$ cat config.mk
export PLATFORM = sky130hd
export DESIGN_NAME = sifhTop
export DESIGN_NICKNAME = d
export VERILOG_FILES = /design/src/sifhPkg.sv /design/src/algebraicBlock.sv /design/src/coarseHistogram.sv /design/src/peakFinder.sv /design/src/sifhTop.sv /design/src/wbThresholdPort.sv
export SDC_FILE = /design/constraint.sdc
export NUM_CORES = 1
export LEC_CHECK = 0
export ABC_CLOCK_PERIOD_IN_PS = 5700
export BUFFER_PORTS_ARGS = -buffer_cell sky130_fd_sc_hd__clkbuf_2
export CORE_ASPECT_RATIO = 0.8
export CORE_MARGIN = 2
export CORE_UTILIZATION = 55
export CTS_CLUSTER_DIAMETER = 60
export DETAILED_ROUTE_END_ITERATION = 6
export GPL_TIMING_DRIVEN = 0
export PLACE_DENSITY = 0.76
export SLEW_MARGIN = 20
export SYNTH_ARGS = -nofsm -noshare
export SYNTH_HDL_FRONTEND = slang
export SYNTH_HIERARCHICAL = 1
export SYNTH_SLANG_ARGS = --single-unit
export TNS_END_PERCENT = 30
$ cat constraint.sdc
create_clock -name clk -period 5.7 [get_ports clk]
set_clock_uncertainty 0.1 [all_clocks]
set_input_delay 0.57 -clock clk [delete_from_list [all_inputs] [get_ports clk]]
set_output_delay 0.57 -clock clk [all_outputs]
set_load 0.01 [all_outputs]
$ cat src/sifhPkg.sv
package sifhPkg;

    // timestamp and coarse bin geometry
    localparam int TS_W     = 10;
    localparam int BIN_W    = 4;
    localparam int BIN_NUM  = 16;
    localparam int BIN_SPAN = 64;                 // timestamps per coarse bin
    localparam int CNT_W    = 8;                  // < 256 hits per frame

    // per-pixel result tables
    localparam int PIXEL_NUM = 8;
    localparam int PIX_W     = 3;

    // fine-search window
    localparam int HALF_WIN = 48;                 // three quarters of a bin
    localparam int TS_MAX   = 1023;

    localparam int WB_DW = 32;

    // window view of a read word
    typedef struct packed {
        logic [WB_DW-16-TS_W-1:0] pad1;
        logic [TS_W-1:0]          hi;             // bits 25..16
        logic [16-TS_W-1:0]       pad0;
        logic [TS_W-1:0]          lo;             // bits 9..0
    } winView_s;

    // peak view of a read word
    typedef struct packed {
        logic [WB_DW-16-BIN_W-1:0] pad1;
        logic [BIN_W-1:0]          bin;           // bits 19..16
        logic [16-TS_W-1:0]        pad0;
        logic [TS_W-1:0]           off;           // bits 9..0
    } peakView_s;

    typedef union packed {
        winView_s  win;
        peakView_s peak;
    } wbWord_u;

endpackage

$ cat src/algebraicBlock.sv
`timescale 1ns/1ns

module algebraicBlock (
    input  logic                          clk,
    input  logic                          res,
    input  logic [sifhPkg::BIN_W-1:0]     peakCH,
    input  logic                          peakDone,
    input  logic [sifhPkg::PIX_W-1:0]     rdPixel,
    output logic [sifhPkg::TS_W-1:0]      winLo,
    output logic [sifhPkg::TS_W-1:0]      winHi,
    output logic [sifhPkg::TS_W-1:0]      peakOff,
    output logic [sifhPkg::BIN_W-1:0]     peakBin,
    output logic                          algebraicReady
);

    logic [sifhPkg::TS_W-1:0]  ch;
    logic [sifhPkg::TS_W-1:0]  lowerBound;
    logic [sifhPkg::TS_W-1:0]  upperBound;
    logic [sifhPkg::TS_W-1:0]  offset;
    logic [sifhPkg::PIX_W-1:0] pixelCount;

    // per-pixel tables
    logic [sifhPkg::TS_W-1:0]  winLoTab   [sifhPkg::PIXEL_NUM];
    logic [sifhPkg::TS_W-1:0]  winHiTab   [sifhPkg::PIXEL_NUM];
    logic [sifhPkg::TS_W-1:0]  peakOffTab [sifhPkg::PIXEL_NUM];
    logic [sifhPkg::BIN_W-1:0] peakBinTab [sifhPkg::PIXEL_NUM];

    // start of the peak bin in timestamp units
    assign ch = sifhPkg::TS_W'(peakCH * sifhPkg::BIN_SPAN);

    always_comb begin
        if (ch <= sifhPkg::HALF_WIN) begin
            lowerBound = '0;                   // clamp at the low edge
            upperBound = sifhPkg::TS_W'(2 * sifhPkg::HALF_WIN);
        end else if (ch >= sifhPkg::TS_MAX - sifhPkg::HALF_WIN) begin
            upperBound = sifhPkg::TS_W'(sifhPkg::TS_MAX); // clamp at the top
            lowerBound = sifhPkg::TS_W'(sifhPkg::TS_MAX - 2 * sifhPkg::HALF_WIN);
        end else begin
            lowerBound = ch - sifhPkg::TS_W'(sifhPkg::HALF_WIN);
            upperBound = ch + sifhPkg::TS_W'(sifhPkg::HALF_WIN);
        end
        offset = ch - lowerBound;              // peak position inside window
    end

    always_ff @(posedge clk or negedge res) begin
        if (!res) begin
            for (int i = 0; i < sifhPkg::PIXEL_NUM; i++) begin
                winLoTab[i]   <= '0;
                winHiTab[i]   <= '0;
                peakOffTab[i] <= '0;
                peakBinTab[i] <= '0;
            end
            pixelCount     <= '0;
            algebraicReady <= 1'b0;
        end else begin
            algebraicReady <= peakDone;
            if (peakDone) begin
                winLoTab[pixelCount]   <= lowerBound;
                winHiTab[pixelCount]   <= upperBound;
                peakOffTab[pixelCount] <= offset;
                peakBinTab[pixelCount] <= peakCH;
                pixelCount             <= pixelCount + 1'b1; // slot 7 wraps to 0
            end
        end
    end

    // table read port
    assign winLo   = winLoTab[rdPixel];
    assign winHi   = winHiTab[rdPixel];
    assign peakOff = peakOffTab[rdPixel];
    assign peakBin = peakBinTab[rdPixel];

endmodule

$ cat src/coarseHistogram.sv
`timescale 1ns/1ns

module coarseHistogram (
    input  logic                          clk,
    input  logic                          res,
    input  logic                          tsValid,
    input  logic [sifhPkg::TS_W-1:0]      ts,
    input  logic [sifhPkg::BIN_W-1:0]     binAddr,
    input  logic                          histClear,
    output logic [sifhPkg::CNT_W-1:0]     binCount
);

    logic [sifhPkg::CNT_W-1:0] binCnt [sifhPkg::BIN_NUM];
    logic [sifhPkg::BIN_W-1:0] tsBin;

    // coarse bin is the top bits of the timestamp
    assign tsBin = ts[sifhPkg::TS_W-1 -: sifhPkg::BIN_W];

    always_ff @(posedge clk or negedge res) begin
        if (!res) begin
            for (int i = 0; i < sifhPkg::BIN_NUM; i++) begin
                binCnt[i] <= '0;
            end
        end else if (histClear) begin
            for (int i = 0; i < sifhPkg::BIN_NUM; i++) begin
                binCnt[i] <= '0;                  // ready for next frame
            end
        end else if (tsValid) begin
            binCnt[tsBin] <= binCnt[tsBin] + 1'b1; // no saturation needed
        end
    end

    // read port for the peak scan
    assign binCount = binCnt[binAddr];

endmodule

$ cat src/peakFinder.sv
`timescale 1ns/1ns

module peakFinder (
    input  logic                          clk,
    input  logic                          res,
    input  logic                          frameEnd,
    input  logic [sifhPkg::CNT_W-1:0]     binCount,
    output logic [sifhPkg::BIN_W-1:0]     binAddr,
    output logic                          histClear,
    output logic [sifhPkg::BIN_W-1:0]     peakCH,
    output logic                          peakDone,
    output logic                          busy
);

    logic                      scanning;
    logic [sifhPkg::CNT_W-1:0] bestCnt;
    logic [sifhPkg::BIN_W-1:0] bestIdx;
    logic                      lastBin;

    assign lastBin = (binAddr == sifhPkg::BIN_W'(sifhPkg::BIN_NUM - 1));

    // idle -> scanning (one bin per cycle) -> done (peakDone high)
    always_ff @(posedge clk or negedge res) begin
        if (!res) begin
            scanning  <= 1'b0;
            binAddr   <= '0;
            bestCnt   <= '0;
            bestIdx   <= '0;
            peakDone  <= 1'b0;
            histClear <= 1'b0;
            busy      <= 1'b0;
        end else begin
            peakDone  <= 1'b0;
            histClear <= 1'b0;
            if (scanning) begin
                if (binCount > bestCnt) begin   // strict, ties keep lower bin
                    bestCnt <= binCount;
                    bestIdx <= binAddr;
                end
                if (lastBin) begin
                    scanning  <= 1'b0;
                    peakDone  <= 1'b1;
                    histClear <= 1'b1;
                end
                binAddr <= binAddr + 1'b1;     // wraps back to 0
            end else if (peakDone) begin
                busy <= 1'b0;                  // drops with algebraicReady
            end else if (frameEnd && !busy) begin
                scanning <= 1'b1;
                busy     <= 1'b1;
                binAddr  <= '0;
                bestCnt  <= '0;
                bestIdx  <= '0;
            end
        end
    end

    assign peakCH = bestIdx;                   // stable while peakDone is high

endmodule

$ cat src/sifhTop.sv
`timescale 1ns/1ns

module sifhTop (
    input  logic                          clk,
    input  logic                          res,
    input  logic                          tsValid,
    input  logic [sifhPkg::TS_W-1:0]      ts,
    input  logic                          frameEnd,
    input  logic                          wbCyc,
    input  logic                          wbStb,
    input  logic                          wbWe,
    input  logic [5:0]                    wbAdr,
    input  logic [sifhPkg::WB_DW-1:0]     wbDatI,
    output logic                          busy,
    output logic                          algebraicReady,
    output logic [sifhPkg::WB_DW-1:0]     wbDatO,
    output logic                          wbAck
);

    logic                      tsAccept;
    logic [sifhPkg::BIN_W-1:0] binAddr;
    logic [sifhPkg::CNT_W-1:0] binCount;
    logic                      histClear;
    logic [sifhPkg::BIN_W-1:0] peakCH;
    logic                      peakDone;
    logic [sifhPkg::PIX_W-1:0] rdPixel;
    logic [sifhPkg::TS_W-1:0]  winLo;
    logic [sifhPkg::TS_W-1:0]  winHi;
    logic [sifhPkg::TS_W-1:0]  peakOff;
    logic [sifhPkg::BIN_W-1:0] peakBin;

    assign tsAccept = tsValid && !busy;        // strobes during a scan are dropped

    coarseHistogram u_coarseHistogram (
        .clk       (clk),
        .res       (res),
        .tsValid   (tsAccept),
        .ts        (ts),
        .binAddr   (binAddr),
        .histClear (histClear),
        .binCount  (binCount)
    );

    peakFinder u_peakFinder (
        .clk       (clk),
        .res       (res),
        .frameEnd  (frameEnd),
        .binCount  (binCount),
        .binAddr   (binAddr),
        .histClear (histClear),
        .peakCH    (peakCH),
        .peakDone  (peakDone),
        .busy      (busy)
    );

    algebraicBlock u_algebraicBlock (
        .clk            (clk),
        .res            (res),
        .peakCH         (peakCH),
        .peakDone       (peakDone),
        .rdPixel        (rdPixel),
        .winLo          (winLo),
        .winHi          (winHi),
        .peakOff        (peakOff),
        .peakBin        (peakBin),
        .algebraicReady (algebraicReady)
    );

    wbThresholdPort u_wbThresholdPort (
        .clk     (clk),
        .res     (res),
        .wbCyc   (wbCyc),
        .wbStb   (wbStb),
        .wbWe    (wbWe),
        .wbAdr   (wbAdr),
        .wbDatI  (wbDatI),
        .winLo   (winLo),
        .winHi   (winHi),
        .peakOff (peakOff),
        .peakBin (peakBin),
        .rdPixel (rdPixel),
        .wbDatO  (wbDatO),
        .wbAck   (wbAck)
    );

endmodule

$ cat src/wbThresholdPort.sv
`timescale 1ns/1ns

module wbThresholdPort (
    input  logic                          clk,
    input  logic                          res,
    input  logic                          wbCyc,
    input  logic                          wbStb,
    input  logic                          wbWe,
    input  logic [5:0]                    wbAdr,
    input  logic [sifhPkg::WB_DW-1:0]     wbDatI,
    input  logic [sifhPkg::TS_W-1:0]      winLo,
    input  logic [sifhPkg::TS_W-1:0]      winHi,
    input  logic [sifhPkg::TS_W-1:0]      peakOff,
    input  logic [sifhPkg::BIN_W-1:0]     peakBin,
    output logic [sifhPkg::PIX_W-1:0]     rdPixel,
    output logic [sifhPkg::WB_DW-1:0]     wbDatO,
    output logic                          wbAck
);

    sifhPkg::wbWord_u rdWord;
    logic             peakView;
    logic             request;

    assign rdPixel  = wbAdr[4:2];              // slot select
    assign peakView = wbAdr[5];                // 0 window, 1 peak
    assign request  = wbCyc && wbStb && !wbAck;

    always_comb begin
        rdWord = '0;
        if (peakView) begin
            rdWord.peak.off = peakOff;
            rdWord.peak.bin = peakBin;
        end else begin
            rdWord.win.lo = winLo;
            rdWord.win.hi = winHi;
        end
    end

    // single-cycle ack, one cycle after the request
    always_ff @(posedge clk or negedge res) begin
        if (!res) begin
            wbAck <= 1'b0;
        end else begin
            wbAck <= request;
        end
    end

    // read data lines up with ack; write data has nowhere to go
    always_ff @(posedge clk) begin
        if (request && !wbWe) begin
            wbDatO <= rdWord;
        end else if (request) begin
            wbDatO <= '0;                      // writes read back as zero
        end
    end

endmodule

======== Word-level counts from Yosys, hierarchy flattened ========
Index checks and enable logic that the tools add are counted.
word-level totals
  flip-flop bits (word level) ............. 444
  bits of input ports ..................... 55
  output and inout bits ................... 35
  word-level logic and storage cells ...... 155
operators by class
  add/subtract/negate cells ............... 6
  order comparisons ....................... 9
  equality and inequality tests ........... 3
  muxes and demuxes ....................... 57
  bitwise logic cells ..................... 5
  reductions and logical operators ........ 17
operators with widths
  operator                 count
  $mux W128                2
  $bwmux W80               3
  $bwmux W128              1
  $mux W10                 12
  $bmux W10 S3             3
  $mux W8                  9
  $bmux W8 S4              2
  $mux W26                 2
  $mux W4                  9
  $bwmux W32               1
  $demux W8 S4             1
  $demux W10 S3            1
  $bmux W4 S3              1
  $demux W4 S3             1
  $add A10 B6 Y10 const B  1
  $ge A10 B10 Y1 const B   1
  $ge A5 B5 Y1 const B     2
  $le A10 B6 Y1 const B    1
  $not A4 Y5               2
  $sub A10 B10 Y10         1
  $sub A10 B6 Y10 const B  1
  $add A8 B1 Y8 const B    1
  $ge A4 B4 Y1 const B     2
  $gt A8 B8 Y1             1
  other kinds (15)         36

======== Depth between registers and ports, before layout ========
Gate-level depths: netlist of the first run.
  depth in word-level cells ............... 8
  gate-level depth with buffers ........... 14
  gate-level depth less buffers ........... 9

======== Cells and area by module ========
The synthesis of the first run kept the hierarchy.
modules (own cells, without submodules)
  module           times used  cells an instance  area an instance (sq um)  seq. area each (sq um)
  coarseHistogram  1           681                7657.3                    3203.1
  algebraicBlock   1           575                6946.7                    3703.6
  wbThresholdPort  1           79                 1079.8                    625.6
  peakFinder       1           106                1054.8                    475.5
  sifhTop          1           1                  13.8                      0.0

======== Worst setup path after synthesis of the first run ========
Ideal clock, no wire load.
  path kind ............................... reg-to-reg
  start ................................... register u_peakFinder/binAddr[0] (netlist name)
  end ..................................... register u_peakFinder/bestCnt[0] (netlist name)
  setup time .............................. 0.079 ns
  data arrival time ....................... 3.558 ns
  required time ........................... 5.521 ns
  setup slack ............................. 1.963 ns
  cell stages (with the launch flop) ...... 12
  path buffers ............................ 3
  clock period less this slack ............ 3.737 ns
  cell sequence ........................... dfrtp_1 -> clkbuf_1 -> buf_1 -> mux4_2 -> mux4_2 -> ha_1 -> and3_4 -> a221oi_2 -> nor2_1 -> nor2_4 -> buf_12 -> mux2i_1
on the way
  cells in the longest elaborated chain, start to end .. 7
  elaborated cells on any way between the ends .. 9
  classes of those cells .................. 1 x order compare; 1 x eq/ne; 5 x mux; 1 x bitwise; 1 x reduce/logical
ends and longest elaborated chain
  what                                        line                   text
  start, declared                             peakFinder.sv:8        output logic [sifhPkg::BIN_W-1:0] binAddr,
  start signal, assigned                      peakFinder.sv:45       binAddr <= binAddr + 1'b1;
  $not A4 Y5 (not written as such)            coarseHistogram.sv:34  assign binCount = binCnt[binAddr];
  $bmux W8 S4                                 coarseHistogram.sv:34
  $mux W8 (not written as such) (2 in a row)  coarseHistogram.sv:34
  net binCount (one bit)                      sifhTop.sv:22          logic [sifhPkg::CNT_W-1:0] binCount;
  $gt A8 B8 Y1                                peakFinder.sv:36       if (binCount > bestCnt) begin
  $ne A2 B2 Y1 (no source line)               -
  $reduce_and A3 Y1 (no source line)          -
  end signal, assigned                        peakFinder.sv:37       bestCnt <= binCount;
  end, declared                               peakFinder.sv:16       logic [sifhPkg::CNT_W-1:0] bestCnt;
The timed path passes the listed nets, and every way through them passes these cells. The select of a mux whose other input is x is not followed.
A chain may end at the register's enable or synchronous reset.

======== Final worst setup path of the first run ========
  start ................................... register u_peakFinder/binAddr[0] (netlist name)
  end ..................................... register u_peakFinder/bestCnt[4] (netlist name)
The elaborated chain is that of the path after synthesis.

==> out/metrics.cfg, run 1 <==
[synth]
synth.yosys.warnings=6
yosys.cell_types.count=73
synth_seq_area_share_pct=47.8
yosys_most_used_dff=sky130_fd_sc_hd__dfrtp_1
synth-async-reset-ratio_pct=93.7
synth-seq-cells=316
synthAdderAreaFrac_pct=0.971
postSynthCellCount=1442
synth_compound_area_share_pct=11.8
synthXorXnorAreaFrac_pct=0.665
synth.area.mux_share_pct=20.3
leading_post_synthesis_cells_by_cell_area=sky130_fd_sc_hd__dfrtp_1, sky130_fd_sc_hd__mux4_2, sky130_fd_sc_hd__nand2_1, sky130_fd_sc_hd__mux4_1, sky130_fd_sc_hd__o21ai_0
synth_edf_count=20
synthDominantAreaCellType=sky130_fd_sc_hd__dfrtp_1
synth_top_family_by_area=multiplexers
synthDominantCellAreaShare_pct=44.2
synth_simple_gate_area_share_pct=12.8
synth.avg_cell_area_um2=11.6
synth.cell_area_um2=16800

[critical_path]
worstPathArrival_ns=4.95
critical_path.startpoint_type=flip-flop
setup.reg_to_reg.worst_slack_ns=1.08
worst_r2r_path_depth=11
cp_data_required_time_ns=6.03
path_max_fanout=10
kind_of_end_point_of_the_critical_path=flip-flop
critical_path_class=reg -> reg

[final_layout]
filler_cell_count=2297
multi_input_comb_area_um2=7900
fin_util_pct=62.5
postLayoutCellArea_um2=18800
syn2layout_area_growth_pct=12.5
antenna-diode-count=0
seq_area_um2=8010
drive_above_1_share_pct=23.7
nets=1606

[clock_network]
tritoncts_clock_tree=done
ctsResizeCount=0
cts-htree-levels=2
clockBufferDepth=3
clk_pin_slew_worst_paths_ns=0.06
clock_sinks=316
cts.root.buffer_cell=sky130_fd_sc_hd__clkbuf_16
tritoncts.num_buffers=34
clock_insertion_delay_worst_skew_ns=0.54

[drt]
number_of_iterations_in_the_first_detailed_routing_pass=7
ant_nets=0
routed_via_density=6.35
postRouteWirelength_um=48400
remaining_drc_errors=0
via_count=12558
drt_iter0_markers=1443
wire_per_inst_um=24.5

[outcome]
status=finished, final reports clean

[sta]
timing.hold.ws_ns=0.232
timing.final.ws_setup_ns=1.08
min_period_ns=4.62
finalMaxSlewViolations=0
timing.final.setup_violations=0
grt_setup_unrepaired=false
post-route-period-util_pct=81.0
fmax_mhz=216
final-hold-violation-count=0
transition_time_at_the_pin_with_the_least_slew_margin_ns=1.27
slew_headroom_pct=15.4

[placement]
detailed_placement_hpwl_um=33300
pre_cts_ws_ns=1.03
placed_area_um2=17600
port_buffers=32
place.gp.congestion=1.00

[pwr]
power_switching_share_pct=32.4
net-switching-power_w=0.00230
vdd_ir_max_v=0.000229
power.internal_w=0.00481
power_density_nw_per_um2=378
p_comb_share_pct=26.8
clkPwrFrac_pct=33.3
power_frac_seq_pct=39.9
p_leak_nw=8.51

[floorplan]
row_count=57
die_h_um=160
initial_core_util_pct=55.5
floorplan.core_area_um2=30200
floorplan.io_pins=90
die_w_um=199
dieArea_um2=31900

[global_route]
grt_start_max_net_pins=93
grt-ovfl-total=0
grt_use_total_pct=31.5
grt_pass1_wl_um=74600
antenna_found_initial=0
number_of_global_route_vias_before_repair=12513

[run]
timing.max_cap.violations=0

[min_path]
hold_path_class=in -> reg
hold_depth=3

cell usage in the layout (no fill, tap or decap), drive strengths merged, types with 5 or more instances in the layout:
cell type and instances:
buf 93, ha 13, conb 25, a21oi 22, dfrtp 296, mux2i 37, or2 6, mux4 108
inv 23, clkbuf 125, nand4 6, o21ai 190, edfxtp 20, a22oi 14, clkinv 12, mux2 40
a22o 33, nand2b 11, nor3b 9, nand2 313, nand3 5, o211ai 33, nor3 15, nor2 63
o31ai 8
metrics by stage:
step	instances	total power, W	TNS, ns
final	1977	0.00712	0
after floorplan	1465	0.00414	0
after global routing	1977	0.00742	0
after CTS	1977	0.00709	0
after detailed placement	1914	0.00472	0
after global placement	1910	0.00463	-685.12
flip-flops by register name, summed over array words and instances, names as in the netlist:
signal	count
u_algebraicBlock/algebraicReady	1
u_algebraicBlock/peakBinTab	32
u_algebraicBlock/peakOffTab	32
u_algebraicBlock/pixelCount	3
u_algebraicBlock/winHiTab	40
u_algebraicBlock/winLoTab	40
u_coarseHistogram/binCnt	128
u_peakFinder/bestCnt	8
u_peakFinder/binAddr	4
u_peakFinder/busy	1
u_peakFinder/peakCH	4
u_peakFinder/peakDone	1
u_peakFinder/scanning	1
u_wbThresholdPort/wbAck	1
u_wbThresholdPort/wbDatO	20
worst max-delay path, stage by stage (launching register included):
cell                       delay, ns
sky130_fd_sc_hd__dfrtp_1        0.43
sky130_fd_sc_hd__clkbuf_1       0.47
sky130_fd_sc_hd__buf_1          0.77
sky130_fd_sc_hd__mux4_2         0.69
sky130_fd_sc_hd__mux4_2         0.57
sky130_fd_sc_hd__ha_1           0.37
sky130_fd_sc_hd__and3_4         0.21
sky130_fd_sc_hd__a221oi_2       0.24
sky130_fd_sc_hd__nor2_1         0.10
sky130_fd_sc_hd__nor2_4         0.18
sky130_fd_sc_hd__buf_12         0.17
sky130_fd_sc_hd__mux2i_1        0.21
timing repair:
action / 4_1_cts / 5_1_grt
setup buffers: 0 / 0
endpoints found under the hold margin: 59 / 0
endpoints found under the setup margin: 0 / 0
hold buffers: 1 / 0
metal layers:
metal / GRT usage, % / vias up / share of wire [%]
met3: 13.6 / 108 / 14
li1: - / 5364 / -
met4: 9.57 / 2 / 2.7
met1: 46.3 / 6353 / 42
met2: 42.0 / 731 / 41
met5: 1.70 / - / 0.14
cell usage after synthesis (all sizes together) (3+ instances only):
library cell and number:
nand3 5, nand4bb 4, a21oi 22, inv 23, nand4b 3, nand2 313, nor2b 3, o211ai 33
o21ai 190, nand2b 11, xor2 4, mux2 40, and4bb 3, ha 13, nor3 15, buf 90
a22oi 14, edfxtp 20, o31ai 8, nor3b 9, a22o 33, dfrtp 296, clkbuf 45, xnor2 4
mux2i 37, nand4 6, or2 6, nor2 63, mux4 108
cell type report:
| class | instances | share of cell area, % |
|---|---|---|
| Tap cell | 413 | 2.74 |
| Buffer | 135 | 4.50 |
| Clock buffer | 47 | 5.44 |
| Timing Repair Buffer | 37 | 1.47 |
| Clock inverter | 15 | 0.950 |
| Sequential cell | 316 | 42.5 |
| Multi-Input combinational cell | 990 | 41.9 |
| Inverter | 24 | 0.478 |
path summary, 6_finish.rpt:
check | start | end
max in group asynchronous | res | u_algebraicBlock/peakBinTab[2]
worst min-delay path | wbStb | u_wbThresholdPort/wbAck
worst max-delay path | u_peakFinder/binAddr[0] | u_peakFinder/bestCnt[4]
worst max register to register | u_peakFinder/binAddr[0] | u_peakFinder/bestCnt[4]
min in group asynchronous | res | u_coarseHistogram/binCnt[29]
worst min register to register | u_algebraicBlock/winHiTab[65] | u_algebraicBlock/winHiTab[65]
kinds of logic after synthesis:
logic type	count (synthesis)
adders and majority gates	13
xor gates and xnor gates	8
buffers and inverters	159
and+or+nand+nor	456
DFF	316
muxes	185
other	2
AOI/OAI and AO/OA	303
power groups by stage:
stage	Clock, W	Combinational [W]	Sequential, W
2_1_floorplan	0	0.00136	0.00278
3_3_place_gp	0	0.00179	0.00284
3_5_place_dp	0	0.00186	0.00286
4_1_cts	0.00239	0.00188	0.00283
5_1_grt	0.00248	0.00206	0.00288
6_report	0.00237	0.00191	0.00284
Power figures use the tool's default switching activity.
==> run 2: changes to the inputs <==
- ABC_AREA: not set -> 1
- ABC_CLOCK_PERIOD_IN_PS: 5700 -> 4400
- clock period: 5.7 -> 4.4 ns (I/O delays scaled with it)
==> run 2 against run 1 <==
Net effect:
- via count rose by 31%
- die area fell by 0.39%
- global-route usage rose by 6.5 points
- critical path depth rose by 7
- setup slack got worse by 0.82 ns
- first-iteration DRC count rose by 67%
- final cell count rose by 39%
- flip-flop and latch count did not move
- clock power rose by 29%
- sequential share of layout area rose by 0.18 points
- critical endpoint is now u_peakFinder/bestCnt[0]
==> out/metrics.cfg, run 2 <==
[outcome]
status=finished, final reports clean

[min_path]
hold_path_class=in -> reg

[sta]
setup-tns-final_ns=0
grt_setup_unrepaired=false
transition_time_at_the_pin_with_the_least_slew_margin_ns=1.04
final-hold-violation-count=0
min_period_ns=4.14
fmax_mhz=242
finalMaxSlewViolations=0
slew_headroom_pct=30.8
timing.final.setup_violations=0
post-route-period-util_pct=94.1

[drt]
postRouteWirelength_um=59800
ant_nets=0
drt_iter0_markers=2411
routed_via_density=5.95
remaining_drc_errors=0
number_of_iterations_in_the_first_detailed_routing_pass=6
wire_per_inst_um=21.7
via_count=16391

[pwr]
p_leak_nw=9.50
power_density_nw_per_um2=591
vdd_ir_max_v=0.000670

[global_route]
grt-ovfl-total=0
grt_use_total_pct=38.0
number_of_global_route_vias_before_repair=15109
antenna_found_initial=1
grt_start_max_net_pins=84
grt_pass1_wl_um=89900

[placement]
dpl.cell_count=2691
detailed_placement_hpwl_um=42100
port_buffers=34
place.gp.congestion=0.985

[critical_path]
critical_path_class=reg -> reg
path_max_fanout=10
worstPathArrival_ns=4.45
kind_of_end_point_of_the_critical_path=flip-flop
cp_data_required_time_ns=4.71
critical_path.startpoint_type=flip-flop

[final_layout]
drive_above_1_share_pct=10.4
largest_reg_flops=128
top_register=u_coarseHistogram/binCnt
final_cells=2754
nets=2383
fin_util_pct=62.3
syn2layout_area_growth_pct=12.4
layout_common_cells=sky130_fd_sc_hd__nand2_1, sky130_fd_sc_hd__dfrtp_1, sky130_fd_sc_hd__o21ai_0, sky130_fd_sc_hd__inv_1, sky130_fd_sc_hd__nor2_1
antenna-diode-count=0
final_common_cell=sky130_fd_sc_hd__nand2_1
layout_top_registers=u_coarseHistogram/binCnt x128, u_algebraicBlock/winHiTab x40, u_algebraicBlock/winLoTab x40

[floorplan]
row_count=57
initial_core_util_pct=55.4
die_h_um=160
die_w_um=199
dieArea_um2=31800
floorplan.io_pins=90
floorplan.core_area_um2=30100

[synth]
synth.avg_cell_area_um2=7.53
synth.cell_area_um2=16700
synth_seq_area_share_pct=48.0
synth_simple_gate_area_share_pct=24.6
synth_top_family_by_area=simple AND/OR/NAND/NOR gates
synthAdderAreaFrac_pct=0.975
synth-seq-cells=316
postSynthCellCount=2217
synth_edf_count=20
synthXorXnorAreaFrac_pct=0.157
synthDominantAreaCellType=sky130_fd_sc_hd__dfrtp_1
synth-async-reset-ratio_pct=93.7
yosys.cell_types.count=35
leading_post_synthesis_cells_by_cell_area=sky130_fd_sc_hd__dfrtp_1, sky130_fd_sc_hd__nand2_1, sky130_fd_sc_hd__o21ai_0, sky130_fd_sc_hd__inv_1, sky130_fd_sc_hd__edfxtp_1
yosys_most_used_dff=sky130_fd_sc_hd__dfrtp_1
synth_compound_area_share_pct=16.4
post_synth_most_frequent_cells=sky130_fd_sc_hd__nand2_1, sky130_fd_sc_hd__dfrtp_1, sky130_fd_sc_hd__o21ai_0
synthDominantCellAreaShare_pct=44.4
synth.yosys.warnings=6
synth.area.mux_share_pct=0
synthMostInstantiatedCell=sky130_fd_sc_hd__nand2_1

[clock_network]
clk_pin_slew_worst_paths_ns=0.06
cts-htree-levels=2
clockBufferDepth=3
tritoncts.num_buffers=34
tritoncts_clock_tree=done
clock_insertion_delay_worst_skew_ns=0.54
clock_sinks=316
cts.root.buffer_cell=sky130_fd_sc_hd__clkbuf_16

[run]
timing.max_cap.violations=0

## run 2: changes by cell type after synthesis, sizes merged, moves of 91 or more
| cell | change |
|---|---|
| inv | +182 |
| nand2 | +436 |
| mux4 | -108 |
| o21ai | +135 |
| nand3 | +98 |
| nor2 | +91 |
## run 2: metrics by stage
step	area [um2]	worst slack [ns]	hold slack [ns]	power, W
after global routing	18800	0.147	0.0551	0.0116
after CTS	18800	0.246	0.0476	0.0109
after detailed placement	17600	0.396	0.337	0.00784
final	18800	0.261	0.0562	0.0111
after floorplan	16800	1.74	0.0444	0.00635
after global placement	17500	-3.49	0.336	0.00771
## run 2: final timing paths
kind                       depth (start not counted)  slack [ns]                        endpoint                           from
hold reg to reg                                    2        0.35   u_algebraicBlock/winHiTab[65]  u_algebraicBlock/winHiTab[65]
hold / removal                                     3        0.06         u_wbThresholdPort/wbAck                          wbStb
setup / recovery                                  18        0.26         u_peakFinder/bestCnt[0]        u_peakFinder/binAddr[2]
max in group asynchronous                          4        2.61  u_algebraicBlock/peakBinTab[6]                            res
setup reg to reg                                  18        0.26         u_peakFinder/bestCnt[0]        u_peakFinder/binAddr[2]
min in group asynchronous                          2        0.37   u_coarseHistogram/binCnt[102]                            res
## run 2: final cells by class
type / instances / area, um2
Fill cell: 2744 / 11300
Sequential cell: 316 / 8010
Multi-Input combinational cell: 1565 / 7130
Clock buffer: 46 / 977
Buffer: 149 / 848
Inverter: 210 / 791
Tap cell: 413 / 517
Timing Repair Buffer: 39 / 287
Clock inverter: 16 / 205
## run 2: power breakdown
group	switching, W	internal (W)	total [W]
registers	0.000393	0.00349	0.00389
clock network	0.00124	0.00181	0.00305
logic	0.00297	0.00118	0.00415
total	0.00460	0.00648	0.0111
## run 2: timing repair
action | 4_1_cts | 5_1_grt
setup endpoints to repair | 0 | 3
hold endpoints to repair | 68 | 0
hold buffers | 1 | 0
resized for setup | 0 | 3
buffers inserted | 0 | 0
## run 2: routing by layer
layer / vias to the layer above / GRT usage (%) / wire (um)
met3: 109 / 12.6 / 9480
li1: 7318 / - / -
met2: 1193 / 49.4 / 23400
met4: 0 / 9.46 / 1310
met5: - / 0.772 / 0
met1: 7771 / 60.0 / 25600
## run 2: worst max-delay path, cell delays in order, from the launching register on
cell	delay, ns
sky130_fd_sc_hd__dfrtp_1	0.44
sky130_fd_sc_hd__clkbuf_1	0.41
sky130_fd_sc_hd__inv_1	0.37
sky130_fd_sc_hd__clkbuf_1	0.68
sky130_fd_sc_hd__o21ai_0	0.34
sky130_fd_sc_hd__o221ai_1	0.23
sky130_fd_sc_hd__nand2_1	0.24
sky130_fd_sc_hd__ha_1	0.37
sky130_fd_sc_hd__nand2_1	0.08
sky130_fd_sc_hd__inv_1	0.04
sky130_fd_sc_hd__nand2_1	0.07
sky130_fd_sc_hd__nand2_1	0.06
sky130_fd_sc_hd__nand2_1	0.06
sky130_fd_sc_hd__nand2_1	0.06
sky130_fd_sc_hd__nand2_2	0.11
sky130_fd_sc_hd__nand2_2	0.08
sky130_fd_sc_hd__buf_6	0.15
sky130_fd_sc_hd__nand2_1	0.07
sky130_fd_sc_hd__nand2_1	0.06
## run 2: kinds of logic (layout without fill, tap and decap cells)
group | after synthesis | after routing
AOI/OAI and AO/OA | 503 | 503
xor gates and xnor gates | 3 | 3
adders and majority gates | 13 | 13
buffers and inverters | 359 | 460
DFF | 316 | 316
other | 2 | 25
and+or+nand+nor | 1021 | 1021
